--- src/bg_pkg.sv ---
`default_nettype none

package bg_pkg;

    //////////////////////////////////////////////////
    // Vector types
    //////////////////////////////////////////////////

    // Raw horizontal or vertical counter value
    typedef logic [9:0] count_t;
    // Tile row or column on the 20 x 15 grid
    typedef logic [4:0] tile_idx_t;
    // Coordinate inside one 32 x 32 tile
    typedef logic [4:0] texel_t;
    // Index into the 16 entry palette
    typedef logic [3:0] pal_idx_t;
    // Colour as {red[2:0], green[2:0], blue[2:0]}
    typedef logic [8:0] rgb333_t;

    //////////////////////////////////////////////////
    // Screen geometry
    //////////////////////////////////////////////////

    localparam count_t    H_VISIBLE       = 10'd640;
    localparam count_t    V_VISIBLE       = 10'd480;
    // Tiles are 32 pixels square
    localparam int        TILE_SHIFT      = 5;
    localparam tile_idx_t ROWS_PER_SCREEN = 5'd15;
    // Decode, shade and output registers
    localparam int        PIPE_LATENCY    = 3;

    // Terrain kind of one tile
    typedef enum logic [2:0] {
        T_NONE,
        T_GRASS,
        T_SIDEWALK,
        T_ROAD,
        T_WATER_LINE,
        T_FINISH
    } terrain_e;

    //////////////////////////////////////////////////
    // Palette
    //////////////////////////////////////////////////

    localparam pal_idx_t PAL_BLACK   = 4'd0;
    localparam pal_idx_t PAL_GRASS_L = 4'd1;
    localparam pal_idx_t PAL_GRASS_D = 4'd2;
    localparam pal_idx_t PAL_KERB    = 4'd3;
    localparam pal_idx_t PAL_SLAB    = 4'd4;
    localparam pal_idx_t PAL_LANE    = 4'd5;
    localparam pal_idx_t PAL_ASPHALT = 4'd6;
    localparam pal_idx_t PAL_WATER_L = 4'd7;
    localparam pal_idx_t PAL_WATER_D = 4'd8;
    localparam pal_idx_t PAL_FLAG_W  = 4'd9;
    localparam pal_idx_t PAL_FLAG_G  = 4'd10;

    // Entry order follows the index names above
    localparam rgb333_t PALETTE [16] = '{
        9'b000_000_000,  // black
        9'b010_110_001,  // light grass
        9'b001_100_000,  // dark grass
        9'b101_101_101,  // kerb grey
        9'b100_100_100,  // slab grey
        9'b111_111_111,  // lane white
        9'b010_010_010,  // asphalt
        9'b010_100_111,  // light water
        9'b000_010_110,  // dark water
        9'b111_111_111,  // flag white
        9'b000_111_000,  // flag green
        9'b000_000_000,
        9'b000_000_000,
        9'b000_000_000,
        9'b000_000_000,
        9'b000_000_000
    };

endpackage

`default_nettype wire

--- src/tile_if.sv ---
`default_nettype none
`timescale 1ns/1ns

interface tile_if
    import bg_pkg::*;
();

    // Beat strobe, no back-pressure
    logic     valid;
    // Pixel lies inside the 640 x 480 area
    logic     visible;
    // Terrain of the tile under the pixel
    terrain_e kind;
    // Position inside the tile
    texel_t   tex_x;
    texel_t   tex_y;

    // Decode side
    modport src (output valid, output visible, output kind, output tex_x, output tex_y);

    // Shading side
    modport snk (input valid, input visible, input kind, input tex_x, input tex_y);

endinterface

`default_nettype wire

--- src/bg_tile_decode.sv ---
`default_nettype none
`timescale 1ns/1ns

module bg_tile_decode
    import bg_pkg::*;
(
    input  wire     i_Clk,
    input  wire     i_rst_n,

    // Counters from the timing generator
    input  count_t  i_h_count,
    input  count_t  i_v_count,
    input  wire     i_pix_valid,

    // Decoded tile towards shading
    tile_if.src     o_tile
);

    //////////////////////////////////////////////////
    // Tile position
    //////////////////////////////////////////////////

    logic      pix_visible;
    tile_idx_t tile_row;
    tile_idx_t tile_col;
    terrain_e  tile_kind;

    // Upper counter bits select the tile
    assign tile_row = i_v_count[9:TILE_SHIFT];
    assign tile_col = i_h_count[9:TILE_SHIFT];

    assign pix_visible = (i_h_count < H_VISIBLE) && (i_v_count < V_VISIBLE);

    //////////////////////////////////////////////////
    // Row map
    //////////////////////////////////////////////////

    always_comb
    begin
        tile_kind = T_NONE;
        if (pix_visible)
        begin
            case (tile_row)
                // Goal row has the flag only in the left corner
                5'd0:
                begin
                    if (tile_col == 5'd0)
                        tile_kind = T_FINISH;
                    else
                        tile_kind = T_WATER_LINE;
                end
                5'd1, 5'd2, 5'd12, 5'd13, 5'd14:
                    tile_kind = T_GRASS;
                5'd3, 5'd5, 5'd7, 5'd9, 5'd11:
                    tile_kind = T_SIDEWALK;
                5'd4, 5'd6, 5'd8, 5'd10:
                    tile_kind = T_ROAD;
                default:
                    tile_kind = T_NONE;
            endcase
        end
    end

    //////////////////////////////////////////////////
    // Stage register
    //////////////////////////////////////////////////

    always_ff @(posedge i_Clk)
    begin
        if (!i_rst_n)
            o_tile.valid <= 1'b0;
        else
            o_tile.valid <= i_pix_valid;

        // Payload follows every cycle
        o_tile.visible <= pix_visible;
        o_tile.kind    <= tile_kind;
        // Low counter bits are the texel coordinates
        o_tile.tex_x   <= i_h_count[TILE_SHIFT-1:0];
        o_tile.tex_y   <= i_v_count[TILE_SHIFT-1:0];
    end

endmodule

`default_nettype wire

--- src/bg_texel_shade.sv ---
`default_nettype none
`timescale 1ns/1ns

module bg_texel_shade
    import bg_pkg::*;
(
    input  wire      i_Clk,
    input  wire      i_rst_n,

    // Decoded tile from decode
    tile_if.snk      i_tile,

    // Shaded pixel towards output
    output logic     o_valid,
    output logic     o_visible,
    output pal_idx_t o_pal_idx
);

    //////////////////////////////////////////////////
    // Texture helpers
    //////////////////////////////////////////////////

    pal_idx_t next_idx;
    texel_t   tex_sum;
    logic     grass_odd;
    logic     kerb_edge;
    logic     lane_mark;

    // Diagonal bands on the water line, wraps at 32
    assign tex_sum   = i_tile.tex_x + i_tile.tex_y;

    // 4 x 4 checker on grass
    assign grass_odd = i_tile.tex_x[2] ^ i_tile.tex_y[2];

    // One texel border on top and left of each slab
    assign kerb_edge = (i_tile.tex_x == 5'd0) || (i_tile.tex_y == 5'd0);

    // Dashed centre stripe, 4 lines tall
    assign lane_mark = (i_tile.tex_y >= 5'd14) && (i_tile.tex_y <= 5'd17) &&
                       !i_tile.tex_x[3];

    //////////////////////////////////////////////////
    // Texture rules
    //////////////////////////////////////////////////

    always_comb
    begin
        case (i_tile.kind)
            T_GRASS:
                next_idx = grass_odd ? PAL_GRASS_D : PAL_GRASS_L;
            T_SIDEWALK:
                next_idx = kerb_edge ? PAL_KERB : PAL_SLAB;
            T_ROAD:
                next_idx = lane_mark ? PAL_LANE : PAL_ASPHALT;
            T_WATER_LINE:
                next_idx = tex_sum[2] ? PAL_WATER_D : PAL_WATER_L;
            // Lower left triangle white, upper right green
            T_FINISH:
                next_idx = (i_tile.tex_x < i_tile.tex_y) ? PAL_FLAG_W : PAL_FLAG_G;
            default:
                next_idx = PAL_BLACK;
        endcase
    end

    //////////////////////////////////////////////////
    // Stage register
    //////////////////////////////////////////////////

    always_ff @(posedge i_Clk)
    begin
        if (!i_rst_n)
            o_valid <= 1'b0;
        else
            o_valid <= i_tile.valid;

        // Visible flag rides along with the index
        o_visible <= i_tile.visible;
        o_pal_idx <= next_idx;
    end

endmodule

`default_nettype wire

--- src/bg_pixel_out.sv ---
`default_nettype none
`timescale 1ns/1ns

module bg_pixel_out
    import bg_pkg::*;
(
    input  wire      i_Clk,
    input  wire      i_rst_n,

    // Shaded pixel from shading
    input  wire      i_valid,
    input  wire      i_visible,
    input  pal_idx_t i_pal_idx,

    // Pixel to the VGA DAC
    output rgb333_t  o_vga_pixel,
    output logic     o_pixel_valid
);

    //////////////////////////////////////////////////
    // Palette lookup
    //////////////////////////////////////////////////

    rgb333_t pal_color;

    // Blanking area is always black
    assign pal_color = i_visible ? PALETTE[i_pal_idx] : PALETTE[PAL_BLACK];

    //////////////////////////////////////////////////
    // Output register
    //////////////////////////////////////////////////

    always_ff @(posedge i_Clk)
    begin
        if (!i_rst_n)
        begin
            o_vga_pixel   <= '0;
            o_pixel_valid <= 1'b0;
        end
        else
        begin
            o_pixel_valid <= i_valid;
            // Colour held between beats
            if (i_valid)
                o_vga_pixel <= pal_color;
        end
    end

endmodule

`default_nettype wire

--- src/bg_display.sv ---
`default_nettype none
`timescale 1ns/1ns

module bg_display
    import bg_pkg::*;
(
    input  wire      i_Clk,
    input  wire      i_rst_n,

    // Counters and strobe from the timing generator
    input  count_t   i_h_count,
    input  count_t   i_v_count,
    input  wire      i_pix_valid,

    // Background pixel, 3 cycles after the counters
    output rgb333_t  o_vga_pixel,
    output logic     o_pixel_valid
);

    //////////////////////////////////////////////////
    // Stage links
    //////////////////////////////////////////////////

    // Decode to shading
    tile_if u_tile_if ();

    // Shading to output
    logic     shade_valid;
    logic     shade_visible;
    pal_idx_t shade_pal_idx;

    //////////////////////////////////////////////////
    // Pipeline
    //////////////////////////////////////////////////

    bg_tile_decode u_decode (
        .i_Clk       (i_Clk),
        .i_rst_n     (i_rst_n),
        .i_h_count   (i_h_count),
        .i_v_count   (i_v_count),
        .i_pix_valid (i_pix_valid),
        .o_tile      (u_tile_if.src)
    );

    bg_texel_shade u_shade (
        .i_Clk       (i_Clk),
        .i_rst_n     (i_rst_n),
        .i_tile      (u_tile_if.snk),
        .o_valid     (shade_valid),
        .o_visible   (shade_visible),
        .o_pal_idx   (shade_pal_idx)
    );

    bg_pixel_out u_out (
        .i_Clk         (i_Clk),
        .i_rst_n       (i_rst_n),
        .i_valid       (shade_valid),
        .i_visible     (shade_visible),
        .i_pal_idx     (shade_pal_idx),
        .o_vga_pixel   (o_vga_pixel),
        .o_pixel_valid (o_pixel_valid)
    );

endmodule

`default_nettype wire

--- config.mk ---
export PLATFORM = sky130hd
export DESIGN_NAME = bg_display
export DESIGN_NICKNAME = d
export VERILOG_FILES = /design/src/bg_pkg.sv /design/src/tile_if.sv /design/src/bg_tile_decode.sv /design/src/bg_texel_shade.sv /design/src/bg_pixel_out.sv /design/src/bg_display.sv
export SDC_FILE = /design/constraint.sdc
export NUM_CORES = 1
export LEC_CHECK = 0
export BUFFER_PORTS_ARGS = -buffer_cell sky130_fd_sc_hd__buf_2
export CAP_MARGIN = 20
export CORE_ASPECT_RATIO = 0.8
export CORE_MARGIN = 3
export CORE_UTILIZATION = 45
export CTS_BUF_LIST = sky130_fd_sc_hd__clkbuf_4 sky130_fd_sc_hd__clkbuf_8
export CTS_CLUSTER_SIZE = 25
export DETAILED_ROUTE_END_ITERATION = 6
export HOLD_SLACK_MARGIN = 0.05
export PLACE_DENSITY_LB_ADDON = 0.25
export SYNTH_ARGS = -nofsm -noshare
export SYNTH_HDL_FRONTEND = slang
export SYNTH_SLANG_ARGS = --single-unit
--- constraint.sdc ---
create_clock -name i_Clk -period 3 [get_ports i_Clk]
set_clock_uncertainty 0.05 [all_clocks]
set_input_delay 0.9 -clock i_Clk [delete_from_list [all_inputs] [get_ports i_Clk]]
set_output_delay 0.9 -clock i_Clk [all_outputs]
set_load 0.05 [all_outputs]
; Word-level counts from Yosys, hierarchy flattened
; Memories as Yosys holds them, arrays and structs flattened.
; Cells that the tools add are included.
; W data, S select, Z words.
[totals]
out_inout_bits = 10
mem_bits_ro = 144
in_bits = 23
ff_bits = 31
wordCells = 62
memories = 1
[classes]
n_mux = 11
n_addsub = 1
bitwise = 2
n_reduce_logical = 12
magnitude_cmp = 6
n_eq_ne = 19
[memory_table]
columns = memory, depth, word_bits, read_ports, rd_clocked_by_memory_dff, write_ports, line
row1 = (name not given), 16, 9, 1, 0, 0, bg_pixel_out.sv:27  ; assign pal_color = i_visible ? PALETTE[i_pal_idx] : PALETTE[PAL_BLACK];
[ops]
columns = cell, count
row1 = $eq A5 B4 Y1 const B, 7
row2 = $mux W9, 3
row3 = $eq A5 B3 Y1 const B, 4
row4 = $logic_not A5 Y1, 4
row5 = $pmux W4 S5, 1
row6 = $pmux W3 S4, 1
row7 = $eq A5 B2 Y1 const B, 2
row8 = $lt A10 B10 Y1 const B, 1
row9 = $lt A10 B9 Y1 const B, 1
row10 = $reduce_or A5 Y1, 2
row11 = $eq A3 B2 Y1 const B, 2
row12 = $eq A3 B3 Y1 const B, 2
row13 = $mux W2, 3
row14 = $eq A5 B1 Y1 const B, 1
row15 = $ge A5 B4 Y1 const B, 1
row16 = $ge A5 B5 Y1 const B, 1
row17 = $le A5 B5 Y1 const B, 1
row18 = $lt A5 B5 Y1, 1
row19 = $not A4 Y5, 1
row20 = $mux W4, 1
row21 = $reduce_or A4 Y1, 1
row22 = $add A3 B3 Y3, 1
row23 = $eq A3 B1 Y1 const B, 1
row24 = $logic_and A1 B1 Y1, 3
row25 = 5 further kinds, 5

; Longest topological paths before layout
[depth]
ltp_word = 5
depth_mapped = 7
depth_no_buf = 7

; Hierarchy
; Synthesis repeated with hierarchy kept, for this count alone.
[hier_totals]
cells_unflattened = 150
hier_area_um2 = 1451.4
[modules_own_cells]
columns = module, area_per_inst_um2, seq_area_each_um2, n_inst, cells_each
row1 = bg_pixel_out, 629.4, 200.2, 1, 70
row2 = bg_texel_shade, 420.4, 120.1, 1, 50
row3 = bg_tile_decode, 401.6, 300.3, 1, 30

; Worst setup path before layout
; OpenSTA, ideal clock, no wires.
[synth_path]
kind = in2reg
start = input port i_h_count[5]
end = register u_decode.o_tile.kind[0]
n_path_buf = 0
path_slack_ns = 1.126
setup_ns = 0.058
stages = 5
required_time_ns = 2.892
t_arrival_ns = 1.766
cell_sequence = or4_1 nor2_1 nor4_1 a21oi_1 o211a_1
[synth_via]
elab_chain_len = 3
elab_cells_between_ends = 5
classes_between = order compare: 1 / mux: 2 / reduce/logical: 2
[synth_rtl]
columns = item, line
row1 = from (decl), bg_display.sv:11  ; input count_t i_h_count,
row2 = "parallel branches: the longest is 3 deep, another holds $lt A10 B10 Y1", -
row3 = to (signal assigned), bg_tile_decode.sv:77  ; o_tile.kind <= tile_kind;
row4 = to (decl), tile_if.sv:19  ; modport src (output valid, output visible, output kind, output tex_x, output tex_y);
; Parallel ways; which one is timed is not known.
; A chain may end at the register's enable or synchronous reset.

; Final worst setup path
[layout_path]
start = register u_out.o_vga_pixel[7]
end = output port o_vga_pixel[7]
[layout_rtl]
columns = item, line
row1 = from (decl), bg_pixel_out.sv:16  ; output rgb333_t o_vga_pixel,
row2 = from (signal assigned), bg_pixel_out.sv:45  ; o_vga_pixel <= pal_color;
row3 = to (decl), bg_display.sv:16  ; output rgb333_t o_vga_pixel,
; No word-level cell between the ends.

==> impl_metrics.ini <==
[status]
status = completed

[sta]
min_period_over_period_pct = 60.51
maxSlewHeadroom_pct = 67.00
tightest_slew_ns = 0.4944
grt_setup_unrepaired = false
finalSetupViolCount = 0
slew_viol_final = 0
setup_tns_ns = 0
hold_viol = 0
timing.fmax_mhz = 550.9
finalCriticalPeriod_ns = 1.815

[min_path]
min_from = u_decode.o_tile.visible$_DFF_P_
hp-class = reg2reg

[clock_tree]
cts_tree = yes
cts.path.max_buffers = 2
postCtsSetupBuffers = 0
postCtsHoldBufs = 0
cts-root-buf = clkbuf_8
ctsResizeCount = 0
clk_latency_ns = 0.27
path_clk_slew_ns = 0.06
cts_buffers = 5
cts_max_level = 2
cts.sinks = 31

[placement]
portBuffers = 32
hpwl_mm = 2.081
gp_congestion = 0.7672

[logic_synthesis]
synth_common_cells = 31 x dfxtp_1, 17 x inv_1, 11 x a21oi_1, 11 x and2_1
synth_area_um2 = 1415
synth_most_common_cell = dfxtp_1
synth-main-ff-cell = dfxtp_1
ys_ff_latch = 31
avgSynthCellArea_um2 = 8.900
synthCells = 159
synth-edff-count = 0
synthArstFlopShare_pct = 0
ys_warn_count = 0
synth.top_cell.area_share_pct = 43.85
synthTopCellsByArea = dfxtp_1 44%, ha_1 8.8%, and2_1 4.9%, inv_1 4.5%, o22ai_1 4.4%
synth_nets = 192
synth-seq-area-share_pct = 43.85
post-synth-top-area-cell = dfxtp_1
synth_cell_type_count = 41

[worst_setup_path]
cp_top_family = flip-flops
worstPathCellList = buf_2
required_ns = 2.05
arrival_ns = 0.87
critPathLaunch = u_out.o_vga_pixel[7]$_SDFFE_PN0P_
timing_worst_setup_path_type = reg2out
r2r-start = u_shade.o_pal_idx[1]$_DFF_P_
crit_fanout = 2
cpMaxStageDelayCell = dfxtp_1
worstSetupEndpointType = primary output
cp-start-kind = register
cpPeakStageDelay_ns = 0.33
critical_path_buf_inv_count = 1

[drt]
viasPerCell = 5.108
antenna_left = 0
wire_per_inst_um = 11.27
wirelength_mm = 2.614
first_pass_iters = 4
route.vias.total = 1185
drc = 0
drtIter0Drc = 71

[power_and_ir_drop]
leakagePower_uw = 0.0007394
power.total_uw = 856.8
pwr_density_cell_nw_per_um2 = 506.5
ir_worst_vdd_v = 0.0002979

[run]
cap_viol_max_count = 0

[grt]
grtUsageTotal_pct = 15.12
grt_overflow = 0
grt_pass1_wl_mm = 4.471
grt_pass1_vias = 1097
antenna_found_initial = 0
grt_max_degree = 17

[die]
core-area_um2 = 2872
die_h_um = 56.16
ios = 33
die_x_um = 68.70
start_util_pct = 49.28
rows = 17
die_area_um2 = 3858

[cells_and_area]
drive_gt1_share_pct = 22.68
diodes = 0
post-route-util_pct = 58.91
final_nets = 226
areaGrowthSynthToFinish_pct = 19.54
## cells in the final DEF, fill, tap and decap left out, types with 2 or more instances in the layout
| cell type | Yosys | layout |
|---|---|---|
| clkbuf_8 | 0 | 5 |
| o22ai_1 | 10 | 10 |
| ha_1 | 10 | 10 |
| nor4_1 | 2 | 2 |
| o22a_1 | 2 | 2 |
| a211oi_1 | 3 | 3 |
| nor3_1 | 3 | 3 |
| nand3_1 | 2 | 2 |
| and2_1 | 11 | 11 |
| o21ai_0 | 2 | 2 |
| dfxtp_1 | 31 | 31 |
| inv_1 | 17 | 17 |
| o21ai_1 | 4 | 4 |
| or4_1 | 2 | 2 |
| nor2b_1 | 3 | 3 |
| nand2b_1 | 3 | 3 |
| a21oi_1 | 11 | 11 |
| nand2_1 | 10 | 10 |
| clkinv_2 | 1 | 2 |
| nor2_1 | 7 | 7 |
| buf_2 | 1 | 32 |
## through the flow
stage | instance area [µm²] | hold slack (ns) | worst slack [ns] | cells
2_1_floorplan | 1415 | 0.2596 | 1.126 | 159
3_3_place_gp | 1603 | 0.2628 | 1.016 | 224
3_5_place_dp | 1603 | 0.2797 | 0.9698 | 224
4_1_cts | 1692 | 0.2903 | 1.166 | 232
5_1_grt | 1692 | 0.2999 | 1.130 | 232
6_report | 1692 | 0.2850 | 1.185 | 232
## cells by family after synthesis
| group | after synthesis | share of synthesized area, % |
|---|---|---|
| adders and majority gates | 10 | 8.842 |
| AOI/OAI and AO/OA | 43 | 20.43 |
| muxes | 1 | 0.7074 |
| DFF | 31 | 43.86 |
| and+or+nand+nor | 48 | 18.39 |
| buffers and inverters | 24 | 6.542 |
| xor gates and xnor gates | 2 | 1.238 |
## registers in the layout, summed over array words and instances, names as in the netlist
register,flops
u_decode.o_tile.tex_y,5
u_shade.o_pal_idx,4
u_decode.o_tile.tex_x,5
u_shade.o_visible,1
u_out.o_vga_pixel,9
u_out.o_pixel_valid,1
u_decode.o_tile.valid,1
u_decode.o_tile.visible,1
u_decode.o_tile.kind,3
u_shade.o_valid,1
## area by class of cell
cell class | instances | area (µm²)
fill | 256 | 1180
multi-input combinational | 104 | 701.9
sequential | 31 | 620.6
timing repair buffer | 32 | 160.2
clock buffer | 6 | 76.32
inverter | 19 | 72.57
tap | 38 | 47.55
clock inverter | 2 | 12.51
## routing by layer
layer	track usage (%)	share of wire, %	vias to the layer above
met4	5.833	0.88	0
met2	23.13	47	24
met5	0	0	-
met3	4.848	4.6	4
li1	-	-	622
met1	19.45	47	535
## worst paths after layout
path / slack [ns] / endpoint / cells past startpoint
worst min register to register: 0.29 / u_shade.o_visible$_DFF_P_ / 0
worst max-delay path: 1.18 / o_vga_pixel[7] / 1
worst max register to register: 1.36 / u_out.o_vga_pixel[3]$_SDFFE_PN0P_ / 7
worst min-delay path: 0.29 / u_shade.o_visible$_DFF_P_ / 0
## power by group
| part | switching, µW | internal, µW |
|---|---|---|
| combinational | 46.8 | 43.3 |
| sequential | 19.3 | 428 |
| clock | 148 | 171 |
(Power assumes the default switching activity.)
